==> config.mk <==
export PLATFORM = sky130hd
export DESIGN_NAME = bft_offload_top
export DESIGN_NICKNAME = d
export VERILOG_FILES = /design/src/source/bft_pkg.sv /design/src/source/bft_steer.sv /design/src/source/bft_path_profiler.sv /design/src/source/bft_auth_tagger.sv /design/src/source/bft_merge.sv /design/src/source/bft_run_ctrl.sv /design/src/source/bft_offload_top.sv
export SDC_FILE = /design/constraint.sdc
export NUM_CORES = 1
export LEC_CHECK = 0
export BUFFER_PORTS_ARGS = -buffer_cell sky130_fd_sc_hd__buf_2
export CAP_MARGIN = 25
export CORE_MARGIN = 4
export CORE_UTILIZATION = 25
export DETAILED_ROUTE_END_ITERATION = 12
export PLACE_DENSITY = 0.47
export SLEW_MARGIN = 20
export SYNTH_ARGS = -nofsm -noshare
export SYNTH_HDL_FRONTEND = slang
export SYNTH_SLANG_ARGS = --single-unit
==> constraint.sdc <==
create_clock -name aclk -period 6.35 [get_ports aclk]
set_input_delay 0.635 -clock aclk [delete_from_list [all_inputs] [get_ports aclk]]
set_output_delay 0.635 -clock aclk [all_outputs]
set_load 0.1 [all_outputs]
==> src/source/bft_pkg.sv <==
// Offload package with beat, header and statistics types plus FSM encodings
package bft_pkg;

    // Beat geometry
    localparam int data_bits = 64;
    localparam int keep_bits = data_bits / 8;

    // Width of every statistics and run counter
    localparam int stat_bits = 32;

    typedef struct packed {
        logic [data_bits-1:0] data;
        logic [keep_bits-1:0] keep;
        logic                 last;
    } bft_beat_t;

    // Anything besides these two is dropped at the steering stage
    typedef enum logic [7:0] {
        op_net  = 8'd1,
        op_auth = 8'd2
    } bft_op_t;

    // Carried in the data field of the first beat of a message
    typedef struct packed {
        bft_op_t     op;
        logic [15:0] seq;
        logic [39:0] rsvd;
    } bft_hdr_t;

    typedef struct packed {
        logic [stat_bits-1:0] bytes;
        logic [stat_bits-1:0] msgs;
        logic [stat_bits-1:0] stalls;
    } bft_path_stat_t;

    typedef enum logic [1:0] {
        st_hdr,
        st_net,
        st_auth,
        st_drop
    } steer_state_t;

    typedef enum logic [1:0] {
        mg_idle,
        mg_net,
        mg_auth
    } merge_state_t;

    typedef enum logic {
        tg_pass,
        tg_tag
    } tag_state_t;

endpackage

==> src/source/bft_steer.sv <==
// Message steering that routes each message to the network or authentication path by opcode
module bft_steer import bft_pkg::*; (
    input  logic      aclk,
    input  logic      aresetn,

    input  logic      in_valid,
    output logic      in_ready,
    input  bft_beat_t in_beat,

    output logic      net_valid,
    input  logic      net_ready,
    output bft_beat_t net_beat,

    output logic      auth_valid,
    input  logic      auth_ready,
    output bft_beat_t auth_beat
);

    steer_state_t state;
    bft_hdr_t     hdr;
    logic         in_fire;

    // Header view of the current beat, only meaningful in st_hdr
    assign hdr = bft_hdr_t'(in_beat.data);

    // Both paths see the same beat, valid picks the one that takes it
    assign net_beat  = in_beat;
    assign auth_beat = in_beat;

    assign in_fire = in_valid && in_ready;

    always_comb begin
        net_valid  = 1'b0;
        auth_valid = 1'b0;
        in_ready   = 1'b0;
        case (state)
            st_hdr: begin
                case (hdr.op)
                    op_net: begin
                        net_valid = in_valid;
                        in_ready  = net_ready;
                    end
                    op_auth: begin
                        auth_valid = in_valid;
                        in_ready   = auth_ready;
                    end
                    // Unknown opcode, swallow the header
                    default: in_ready = 1'b1;
                endcase
            end
            st_net: begin
                net_valid = in_valid;
                in_ready  = net_ready;
            end
            st_auth: begin
                auth_valid = in_valid;
                in_ready   = auth_ready;
            end
            default: in_ready = 1'b1;
        endcase
    end

    // Route lock, released by the last beat of the message
    always_ff @(posedge aclk) begin
        if (!aresetn) begin
            state <= st_hdr;
        end else if (in_fire) begin
            if (in_beat.last) begin
                state <= st_hdr;
            end else if (state == st_hdr) begin
                case (hdr.op)
                    op_net:  state <= st_net;
                    op_auth: state <= st_auth;
                    default: state <= st_drop;
                endcase
            end
        end
    end

endmodule

==> src/source/bft_path_profiler.sv <==
// Path profiler, a one-deep register stage that counts bytes, messages and stall cycles
module bft_path_profiler import bft_pkg::*; (
    input  logic           aclk,
    input  logic           aresetn,
    input  logic           clear_stats,

    input  logic           s_valid,
    output logic           s_ready,
    input  bft_beat_t      s_beat,

    output logic           m_valid,
    input  logic           m_ready,
    output bft_beat_t      m_beat,

    output bft_path_stat_t stat
);

    logic      full;
    bft_beat_t beat_q;
    logic [$clog2(keep_bits+1)-1:0] keep_cnt;
    logic      m_fire;

    assign m_valid = full;
    assign m_beat  = beat_q;

    // Accept when empty or when the held beat leaves this cycle
    assign s_ready = !full || m_ready;
    assign m_fire  = full && m_ready;

    // Number of valid bytes in the outgoing beat
    always_comb begin
        keep_cnt = '0;
        for (int i = 0; i < keep_bits; i++) begin
            keep_cnt = keep_cnt + beat_q.keep[i];
        end
    end

    always_ff @(posedge aclk) begin
        if (!aresetn) begin
            full <= 1'b0;
        end else if (s_valid && s_ready) begin
            full <= 1'b1;
        end else if (m_ready) begin
            full <= 1'b0;
        end
    end

    always_ff @(posedge aclk) begin
        if (s_valid && s_ready) begin
            beat_q <= s_beat;
        end
    end

    always_ff @(posedge aclk) begin
        if (!aresetn || clear_stats) begin
            stat <= '0;
        end else begin
            if (m_fire) begin
                stat.bytes <= stat.bytes + stat_bits'(keep_cnt);
                if (beat_q.last) begin
                    stat.msgs <= stat.msgs + 1'b1;
                end
            end
            // Beat held but downstream not taking it
            if (full && !m_ready) begin
                stat.stalls <= stat.stalls + 1'b1;
            end
        end
    end

endmodule

==> src/source/bft_auth_tagger.sv <==
// Authentication tagger that forwards the message and appends an XOR tag beat
module bft_auth_tagger import bft_pkg::*; (
    input  logic      aclk,
    input  logic      aresetn,

    input  logic      s_valid,
    output logic      s_ready,
    input  bft_beat_t s_beat,

    output logic      m_valid,
    input  logic      m_ready,
    output bft_beat_t m_beat
);

    tag_state_t           state;
    logic                 out_full;
    bft_beat_t            out_q;
    logic                 at_hdr;
    logic [data_bits-1:0] tag_acc;
    logic                 load_ok;
    logic                 s_fire;
    logic                 tag_load;

    assign m_valid = out_full;
    assign m_beat  = out_q;

    // Output register can take a new beat
    assign load_ok  = !out_full || m_ready;
    assign s_ready  = (state == tg_pass) && load_ok;
    assign s_fire   = s_valid && s_ready;
    assign tag_load = (state == tg_tag) && load_ok;

    always_ff @(posedge aclk) begin
        if (!aresetn) begin
            state    <= tg_pass;
            out_full <= 1'b0;
            at_hdr   <= 1'b1;
        end else begin
            case (state)
                tg_pass: begin
                    if (s_fire) begin
                        out_full <= 1'b1;
                        at_hdr   <= 1'b0;
                        if (s_beat.last) begin
                            state <= tg_tag;
                        end
                    end else if (m_ready) begin
                        out_full <= 1'b0;
                    end
                end
                default: begin
                    // Tag beat goes out once the register frees up
                    if (tag_load) begin
                        out_full <= 1'b1;
                        at_hdr   <= 1'b1;
                        state    <= tg_pass;
                    end
                end
            endcase
        end
    end

    // Data path, last moves from the final input beat onto the tag
    always_ff @(posedge aclk) begin
        if (s_fire) begin
            out_q.data <= s_beat.data;
            out_q.keep <= s_beat.keep;
            out_q.last <= 1'b0;
        end else if (tag_load) begin
            out_q.data <= tag_acc;
            out_q.keep <= '1;
            out_q.last <= 1'b1;
        end
    end

    // XOR over everything after the header
    always_ff @(posedge aclk) begin
        if (s_fire) begin
            if (at_hdr) begin
                tag_acc <= '0;
            end else begin
                tag_acc <= tag_acc ^ s_beat.data;
            end
        end
    end

endmodule

==> src/source/bft_merge.sv <==
// Round-robin merge of the network and authentication paths, locked per message
module bft_merge import bft_pkg::*; (
    input  logic      aclk,
    input  logic      aresetn,

    input  logic      net_valid,
    output logic      net_ready,
    input  bft_beat_t net_beat,

    input  logic      auth_valid,
    output logic      auth_ready,
    input  bft_beat_t auth_beat,

    output logic      m_valid,
    input  logic      m_ready,
    output bft_beat_t m_beat
);

    merge_state_t state;
    logic         last_auth;
    logic         sel_auth;
    logic         m_fire;

    // Grant choice, fixed while a message is in flight
    always_comb begin
        case (state)
            mg_net:  sel_auth = 1'b0;
            mg_auth: sel_auth = 1'b1;
            default: begin
                if (net_valid && auth_valid) begin
                    sel_auth = !last_auth;
                end else begin
                    sel_auth = auth_valid;
                end
            end
        endcase
    end

    assign m_valid    = sel_auth ? auth_valid : net_valid;
    assign m_beat     = sel_auth ? auth_beat : net_beat;
    assign net_ready  = !sel_auth && m_ready;
    assign auth_ready = sel_auth && m_ready;
    assign m_fire     = m_valid && m_ready;

    always_ff @(posedge aclk) begin
        if (!aresetn) begin
            state     <= mg_idle;
            last_auth <= 1'b0;
        end else if (m_fire) begin
            last_auth <= sel_auth;
            if (m_beat.last) begin
                state <= mg_idle;
            end else begin
                state <= sel_auth ? mg_auth : mg_net;
            end
        end
    end

endmodule

==> src/source/bft_run_ctrl.sv <==
// Run control with start edge detect, cycle counter, output message count and done flag
module bft_run_ctrl import bft_pkg::*; (
    input  logic                 aclk,
    input  logic                 aresetn,
    input  logic                 ap_start,
    input  logic [stat_bits-1:0] exp_msgs,

    input  logic                 out_valid,
    input  logic                 out_ready,
    input  logic                 out_last,

    output logic                 clear_stats,
    output logic                 ap_done,
    output logic [stat_bits-1:0] execution_cycles
);

    logic                 ap_start_q;
    logic                 start_pulse;
    logic                 running;
    logic [stat_bits-1:0] msg_cnt;

    // Rising edge of the start level
    assign start_pulse = ap_start && !ap_start_q;
    assign clear_stats = start_pulse;

    always_ff @(posedge aclk) begin
        if (!aresetn) begin
            ap_start_q <= 1'b0;
        end else begin
            ap_start_q <= ap_start;
        end
    end

    always_ff @(posedge aclk) begin
        if (!aresetn) begin
            running          <= 1'b0;
            ap_done          <= 1'b0;
            execution_cycles <= '0;
            msg_cnt          <= '0;
        end else if (start_pulse) begin
            running          <= 1'b1;
            ap_done          <= 1'b0;
            execution_cycles <= '0;
            msg_cnt          <= '0;
        end else if (running) begin
            execution_cycles <= execution_cycles + 1'b1;
            if (out_valid && out_ready && out_last) begin
                msg_cnt <= msg_cnt + 1'b1;
            end
            // Expected count reached, freeze until the next start
            if ((exp_msgs != '0) && (msg_cnt == exp_msgs)) begin
                ap_done <= 1'b1;
                running <= 1'b0;
            end
        end
    end

endmodule

==> src/source/bft_offload_top.sv <==
// Transmit offload top joining steering, both profiled paths, the merge and run control
module bft_offload_top import bft_pkg::*; (
    input  logic                 aclk,
    input  logic                 aresetn,

    input  logic                 in_valid,
    output logic                 in_ready,
    input  bft_beat_t            in_beat,

    output logic                 out_valid,
    input  logic                 out_ready,
    output bft_beat_t            out_beat,

    output bft_path_stat_t       net_stat,
    output bft_path_stat_t       auth_stat,

    input  logic                 ap_start,
    input  logic [stat_bits-1:0] exp_msgs,
    output logic                 ap_done,
    output logic [stat_bits-1:0] execution_cycles
);

    // Steering to path profilers
    logic      net_s_valid, net_s_ready;
    bft_beat_t net_s_beat;
    logic      auth_s_valid, auth_s_ready;
    bft_beat_t auth_s_beat;

    // Profiler outputs
    logic      net_m_valid, net_m_ready;
    bft_beat_t net_m_beat;
    logic      auth_p_valid, auth_p_ready;
    bft_beat_t auth_p_beat;

    // Tagger to merge
    logic      auth_m_valid, auth_m_ready;
    bft_beat_t auth_m_beat;

    logic      clear_stats;

    bft_steer bft_steer_i (
        .aclk       (aclk),
        .aresetn    (aresetn),
        .in_valid   (in_valid),
        .in_ready   (in_ready),
        .in_beat    (in_beat),
        .net_valid  (net_s_valid),
        .net_ready  (net_s_ready),
        .net_beat   (net_s_beat),
        .auth_valid (auth_s_valid),
        .auth_ready (auth_s_ready),
        .auth_beat  (auth_s_beat)
    );

    bft_path_profiler net_profiler_i (
        .aclk        (aclk),
        .aresetn     (aresetn),
        .clear_stats (clear_stats),
        .s_valid     (net_s_valid),
        .s_ready     (net_s_ready),
        .s_beat      (net_s_beat),
        .m_valid     (net_m_valid),
        .m_ready     (net_m_ready),
        .m_beat      (net_m_beat),
        .stat        (net_stat)
    );

    bft_path_profiler auth_profiler_i (
        .aclk        (aclk),
        .aresetn     (aresetn),
        .clear_stats (clear_stats),
        .s_valid     (auth_s_valid),
        .s_ready     (auth_s_ready),
        .s_beat      (auth_s_beat),
        .m_valid     (auth_p_valid),
        .m_ready     (auth_p_ready),
        .m_beat      (auth_p_beat),
        .stat        (auth_stat)
    );

    bft_auth_tagger bft_auth_tagger_i (
        .aclk    (aclk),
        .aresetn (aresetn),
        .s_valid (auth_p_valid),
        .s_ready (auth_p_ready),
        .s_beat  (auth_p_beat),
        .m_valid (auth_m_valid),
        .m_ready (auth_m_ready),
        .m_beat  (auth_m_beat)
    );

    bft_merge bft_merge_i (
        .aclk       (aclk),
        .aresetn    (aresetn),
        .net_valid  (net_m_valid),
        .net_ready  (net_m_ready),
        .net_beat   (net_m_beat),
        .auth_valid (auth_m_valid),
        .auth_ready (auth_m_ready),
        .auth_beat  (auth_m_beat),
        .m_valid    (out_valid),
        .m_ready    (out_ready),
        .m_beat     (out_beat)
    );

    bft_run_ctrl bft_run_ctrl_i (
        .aclk             (aclk),
        .aresetn          (aresetn),
        .ap_start         (ap_start),
        .exp_msgs         (exp_msgs),
        .out_valid        (out_valid),
        .out_ready        (out_ready),
        .out_last         (out_beat.last),
        .clear_stats      (clear_stats),
        .ap_done          (ap_done),
        .execution_cycles (execution_cycles)
    );

endmodule

Word-level counts from Yosys, hierarchy flattened
Cells that the tools add are included.

$add $sub $neg: 22. Multipliers: 0. Divide/modulo/power cells: 0. $lt $le $gt $ge: 0. Equality and inequality tests: 8. Shift-type cells: 0. Mux-type cells: 34. Bitwise logic cells: 3. Reduce and logical (&&, ||, !) cells: 45.

Operator list (count): 73-bit 2-to-1 mux (3); 32-bit by 1-bit adder with 32-bit output, second input constant (6); 32-bit by 4-bit adder with 32-bit output (2); 64-bit XOR (1); 4-bit by 1-bit adder with 4-bit output (12); 32-bit == test (1); 32-bit nonzero test (1); 1-bit 2-to-1 mux (21); 1-bit logical AND (16); 2-bit AND reduction (7); 2-bit nonzero test (5); 1-bit zero test (9); 8-bit by 1-bit == test with 1-bit output, second input constant (1); 8-bit by 2-bit == test with 1-bit output, second input constant (1); 2-bit 2-to-1 mux (4); 1-bit case mux with 2 select lines (4); 1-bit by 1-bit adder with 2-bit output (2); 2-bit by 1-bit == test with 1-bit output, second input constant (2); 2-bit == test, second input constant (2); 1-bit logical OR (4); 2-bit case mux with 2 select lines (1); 1-bit case mux with 3 select lines (1); 3-bit nonzero test (1); 2-bit zero test (1); other kinds (3) (4).

Flip-flop bits (word level): 552. Bits in latches: 0. Memory bits (writable): 0. Bits in read-only memories: 0. Input port bits: 110. Output and inout port bits: 300. Logic and storage cells: 141. Memories: 0.

Logic depth before layout (Yosys ltp)
Depth after elaboration: 11. Gate-level depth with buffers: 15. Gate-level depth less buffers: 14.

Modules after synthesis
Synthesis repeated with hierarchy kept, for this count alone.

Cell total of the unflattened synthesis: 2413. Area total of the unflattened synthesis: 26421.6 um^2.

Modules (own cells, without submodules): bft_path_profiler (auth_profiler_i) (instances 1, cells each 660, area each 7158.1 um^2, seq. area each 4134.0 um^2); bft_path_profiler (net_profiler_i) (instances 1, cells each 601, area each 6791.5 um^2, seq. area each 4134.0 um^2); bft_auth_tagger (instances 1, cells each 460, area each 6607.6 um^2, seq. area each 4164.0 um^2); bft_run_ctrl (instances 1, cells each 412, area each 3452.1 um^2, seq. area each 1341.3 um^2); bft_steer (instances 1, cells each 172, area each 1320.0 um^2, seq. area each 40.0 um^2); bft_merge (instances 1, cells each 108, area each 1092.3 um^2, seq. area each 60.1 um^2).

Least setup slack after synthesis
No wires, ideal clock.

Path kind: input to register. Start: input port in_beat[68] (netlist bit). End: register net_profiler_i.beat_q (netlist bit net_profiler_i.m_beat[0]) (enable). Setup time: 0.594 ns. Arrival: 6.298 ns. Required time: 5.756 ns. Setup slack: -0.543 ns. Stages: 4. Path buffers: 0. Path through: nor4_1 -> nand4b_1 -> and2_1 -> nor3_1.

Cells in the longest elaborated chain, start to end: 4.

Ends and longest elaborated chain: start, declared (RTL line bft_offload_top.sv:8) `input bft_beat_t in_beat,`; 8-bit by 1-bit == test with 1-bit output (RTL line bft_steer.sv:38) `case (hdr.op)`; 1-bit 2-to-1 mux (RTL line bft_steer.sv:38); 1-bit case mux with 2 select lines (RTL line bft_steer.sv:36) `case (state)`; 1-bit logical AND (RTL line bft_path_profiler.sv:49) `if (s_valid && s_ready) begin`; end signal, assigned (RTL line bft_path_profiler.sv:50) `beat_q <= s_beat;`; end, declared (RTL line bft_path_profiler.sv:19) `bft_beat_t beat_q;`.

Every way passes these cells. A chain may end at the register's enable or synchronous reset.

Worst setup path in the final report
Start: register auth_profiler_i.beat_q (netlist bit auth_profiler_i.m_beat[2]). End: register auth_profiler_i.stat[94] (netlist bit).

Cells in the longest elaborated chain, start to end: 8.

Ends and longest elaborated chain: start, declared (RTL line bft_path_profiler.sv:19); start signal, assigned (RTL line bft_path_profiler.sv:50); 1-bit by 1-bit adder with 2-bit output (RTL line bft_path_profiler.sv:34) `keep_cnt = keep_cnt + beat_q.keep[i];`; 4-bit by 1-bit adder with 4-bit output (6 in series) (RTL line bft_path_profiler.sv:34); 32-bit by 4-bit adder with 32-bit output (RTL line bft_path_profiler.sv:59) `stat.bytes <= stat.bytes + stat_bits'(keep_cnt);`; end, declared (RTL line bft_path_profiler.sv:15) `output bft_path_stat_t stat`.

Every way passes these cells.

==> results_tabular.tex <==
\begin{tabular}{lr}
\hline
Metric & Value \\
\hline
\multicolumn{2}{l}{\textbf{Status}} \\
Status & finished clean \\
\multicolumn{2}{l}{\textbf{Worst setup path}} \\
Sequence of cells on the critical path & ha\_1, inv\_1, fa\_1, fa\_1, fa\_1, fa\_1, xnor2\_1, ha\_1, a21o\_1, a21oi\_1, buf\_4, or3\_1, or4\_1, a21oi\_1 \\
Arrival time at the worst endpoint & 5160 ps \\
Logic depth of the worst path, buffers included & 14 \\
Category of the worst setup path capture point & flop \\
Capturing point of the worst reg2reg path & auth\_profiler\_i.stat[94] \\
Crit-path max cell delay & 490 ps \\
Worst path most repeated cell & sky130\_fd\_sc\_hd\_\_fa\_1 \\
Crit Path Class & flop to flop \\
Family with the most delay on the worst path & adder cells \\
Length in cells of the worst reg-to-reg path & 14 \\
Critical path startpoint category & flop \\
Largest fanout of any net on the critical path & 7 \\
CP Launch Point & auth\_profiler\_i.m\_beat[2] \\
Critical path endpoint & auth\_profiler\_i.stat[94] \\
Start of the worst register-to-register path & auth\_profiler\_i.m\_beat[2] \\
Data required time of the critical path & 6860 ps \\
R2R Setup Slk & 1700 ps \\
CP max stage cell & sky130\_fd\_sc\_hd\_\_fa\_1 \\
Number of buffer and inverter instances along the worst setup path & 2 \\
\multicolumn{2}{l}{\textbf{Synthesis}} \\
Most used flip-flop cell after synthesis & sky130\_fd\_sc\_hd\_\_edfxtp\_1 \\
Per-instance average area after synthesis & 11.0 sq um \\
Gate count of the mapped netlist & 2232 \\
Top cell type's share of synthesized area & 34.5\% \\
Ranking of synthesized cells by area & sky130\_fd\_sc\_hd\_\_edfxtp\_1, sky130\_fd\_sc\_hd\_\_dfxtp\_1, sky130\_fd\_sc\_hd\_\_xnor2\_1, sky130\_fd\_sc\_hd\_\_nor2\_1, sky130\_fd\_sc\_hd\_\_mux2\_2 \\
Xor and xnor fraction of the mapped netlist area & 8.74\% \\
Number of flops mapped to enable cells by yosys & 282 \\
Netlist cell types & 67 \\
Synth area leader & sky130\_fd\_sc\_hd\_\_edfxtp\_1 \\
Share of the synthesized area in compound gates (AO/OA/AOI/OAI) & 7.82\% \\
Netlist Area Pre-Place & 24600 sq um \\
Seq cells post-synth & 552 \\
Number of nets in the synthesized netlist & 2373 \\
Adder and majority cell fraction of the synthesized area & 1.89\% \\
Post-synthesis async set-or-reset flop share & 0\% \\
Proportion of synthesized area in mux cells & 4.41\% \\
Synth Warn \# & 0 \\
Part of the Yosys area used for sequential elements & 56.5\% \\
Dominant combinational cell family by area after synthesis & simple AND/OR/NAND/NOR gates \\
Simple-gate share of the synthesized area & 17.8\% \\
\multicolumn{2}{l}{\textbf{Global route}} \\
Busiest layer in global routing & met2 \\
Maximum number of pins on one net before global-route repair & 75 \\
Number of antenna violations at the first check in global routing & 9 \\
Met3 track demand over resource & 3.35\% \\
Number of global-route vias before repair & 17.8k \\
Global-route wire length before repair & 112 mm \\
Met1 Use GR & 18.8\% \\
Global-route total usage across every layer & 13.9\% \\
Total overflow reported by the global router & 0 \\
Met2 GRT Util & 22.0\% \\
\multicolumn{2}{l}{\textbf{Routing}} \\
DRC errors left & 0 \\
Vias & 18.2k \\
Routed wire length & 73.9 mm \\
Wire length per cell after detailed routing & 18.7 um \\
Pre-Repair DR Iteration Count & 5 \\
Post-route antenna net violation count & 0 \\
Vias per cell & 4.61 \\
Count of routing violations after the opening detailed-route iteration & 1146 \\
\multicolumn{2}{l}{\textbf{Floorplanning}} \\
Width of the die & 321 um \\
CORE AREA & 97100 sq um \\
Die Y-Extent & 321 um \\
Die Area & 103000 sq um \\
Initial cell density of the core & 25.3\% \\
Boundary pin count & 410 \\
Cell Rows & 114 \\
\multicolumn{2}{l}{\textbf{Layout}} \\
Leading cell type in the layout, fill and taps excluded & sky130\_fd\_sc\_hd\_\_buf\_2 \\
Layout net count & 2770 \\
Fraction of final layout cells sized beyond drive strength 1 & 23.7\% \\
Register area & 13900 sq um \\
Most used cells in the layout excluding fill and tap cells & sky130\_fd\_sc\_hd\_\_buf\_2, sky130\_fd\_sc\_hd\_\_edfxtp\_1, sky130\_fd\_sc\_hd\_\_dfxtp\_1 \\
Summed area of non-filler cells in the final layout & 30300 sq um \\
Combined area of the multi-input logic cells & 10100 sq um \\
Fillcell total & 10.0k \\
Area growth syn-to-layout & 23.5\% \\
\multicolumn{2}{l}{\textbf{Clock network}} \\
Skew-Pair Late Insertion Delay & 610 ps \\
CTS root buf & sky130\_fd\_sc\_hd\_\_clkbuf\_16 \\
CTS clk-pin slew, worst paths & 50 ps \\
Number of buffers created by CTS & 70 \\
H-tree level count & 3 \\
Count of buffers added by post-CTS timing repair for setup & 0 \\
Buffer depth of the longest clock path & 3 \\
Hold buffer count at CTS & 0 \\
Post\_cts resized & 0 \\
Number of sinks on the clock net & 552 \\
TritonCTS clock tree & built \\
\multicolumn{2}{l}{\textbf{Place}} \\
HPWL reported at the end of detailed placement & 49.8 mm \\
Placed Area & 28100 sq um \\
IO Port Bufs & 409 \\
Routability-driven placement congestion ratio & 0.781 \\
\multicolumn{2}{l}{\textbf{Pwr}} \\
Power density cells & 271 nW/um\^{}2 \\
P\_int & 0.00625 W \\
LEAKAGE & 10.8 nW \\
Switch Pwr & 0.00196 W \\
Flop pwr share & 46.5\% \\
Fraction of power consumed by the clock network & 47.7\% \\
Power share of the combinational group & 5.8\% \\
VDD IR-drop max & 0.000206 V \\
Fraction of power spent switching nets & 23.9\% \\
\multicolumn{2}{l}{\textbf{Job}} \\
Max-cap viol count & 0 \\
\multicolumn{2}{l}{\textbf{Timing}} \\
Slew @ Worst Pin & 1030 ps \\
Max Fclk & 0.215 GHz \\
Post-route clock period utilization & 73.3\% \\
Post-route worst hold slack & 213 ps \\
Setup Total Neg Slack & 0 ps \\
Hold Vio Cnt, Final & 0 \\
Final critical-path required period & 4650 ps \\
Final Slew Violations & 0 \\
Setup violators final & 0 \\
Fin Clk Skew & 24.2 ps \\
Setup repair after global routing missed its margin & no \\
Headroom to the max-slew limit & 31.2\% \\
\multicolumn{2}{l}{\textbf{Hold path}} \\
Class of the tightest hold or removal check & input pin to flop \\
\hline
\end{tabular}
## worst min path at each step
stage / startpoint / endpoint / slack [ps] / depth (start not counted)
floorplan: bft_merge_i.state[0] / bft_merge_i.state[0] / 440 / 2
global placement: bft_merge_i.state[0] / bft_merge_i.state[0] / 460 / 2
detailed placement: bft_run_ctrl_i.ap_done / bft_run_ctrl_i.ap_done / 470 / 1
CTS: in_beat[41] / auth_profiler_i.m_beat[41] / 160 / 1
global route: in_beat[41] / auth_profiler_i.m_beat[41] / 170 / 1
finish: in_beat[6] / auth_profiler_i.m_beat[6] / 210 / 1
## Yosys cell counts, drive strengths merged (26+ instances only)
master and n:
a21oi 83, a22o 65, buf 30, clkbuf 81, dfxtp 270, edfxtp 282
inv 68, mux2 73, mux2i 26, nand2 138, nand2b 31, nand3 82
nand4 90, nor2 240, nor3 28, nor4 62, o21ai 60, or3 47
xnor2 153, xor2 92
## registers in the layout (all words and copies together), names as in the netlist
register / cells
auth_profiler_i.stat: 96
net_profiler_i.stat: 96
auth_profiler_i.m_beat: 73
bft_auth_tagger_i.m_beat: 73
net_profiler_i.m_beat: 73
bft_auth_tagger_i.tag_acc: 64
bft_run_ctrl_i.execution_cycles: 32
bft_run_ctrl_i.msg_cnt: 32
bft_merge_i.state: 2
bft_steer_i.state: 2
auth_profiler_i.m_valid: 1
bft_auth_tagger_i.at_hdr: 1
bft_auth_tagger_i.m_valid: 1
bft_auth_tagger_i.state: 1
bft_merge_i.last_auth: 1
bft_run_ctrl_i.ap_done: 1
bft_run_ctrl_i.ap_start_q: 1
bft_run_ctrl_i.running: 1
net_profiler_i.m_valid: 1
## power groups by stage
stage	logic, W	registers [W]	clock network (W)
3_5_place_dp	0.000482	0.00390	0
5_1_grt	0.000512	0.00383	0.00422
6_report	0.000474	0.00382	0.00392
4_1_cts	0.000484	0.00382	0.00408
2_1_floorplan	0.000326	0.00390	0
3_3_place_gp	0.000482	0.00390	0
## metrics by stage
step	power [W]	instances	setup WS [ps]	util [%]
final	0.00822	3958	1700	31.2
after global routing	0.00856	3954	1450	31.2
after CTS	0.00839	3954	1630	31.2
after detailed placement	0.00438	3833	1700	28.9
after global placement	0.00438	3829	1540	28.9
after floorplan	0.00423	2232	1040	-
## worst register-to-register path: cells and delay by family (launching register included)
kind	cells	cell delay [ps]
AOI/OAI and AO/OA	3	430
xor gates and xnor gates	1	140
adders and majority gates	6	2390
buffers and inverters	2	260
DFF	1	400
and+or+nand+nor	2	920
## final cells by class
type	count	share of cell area, %
Antenna cell	4	0.0330
Tap cell	1276	5.26
Timing Repair Buffer	436	7.53
Clock buffer	97	6.51
Sequential cell	552	45.7
Clock inverter	24	0.842
Multi-Input combinational cell	1501	33.2
Inverter	68	0.858
## cell families after synthesis
kind of cell | Yosys count
simple gates | 840
flops | 552
xor+xnor | 245
buf+inv | 179
mux | 99
compound gates | 286
fa+ha+maj | 31
## metal layers
| layer | wire [um] | share of wire [%] |
|---|---|---|
| met1 | 34000 | 46 |
| met2 | 33800 | 46 |
| met3 | 4240 | 5.7 |
| met4 | 1910 | 2.6 |
| met5 | 41 | 0.055 |
(Power assumes the default switching activity.)
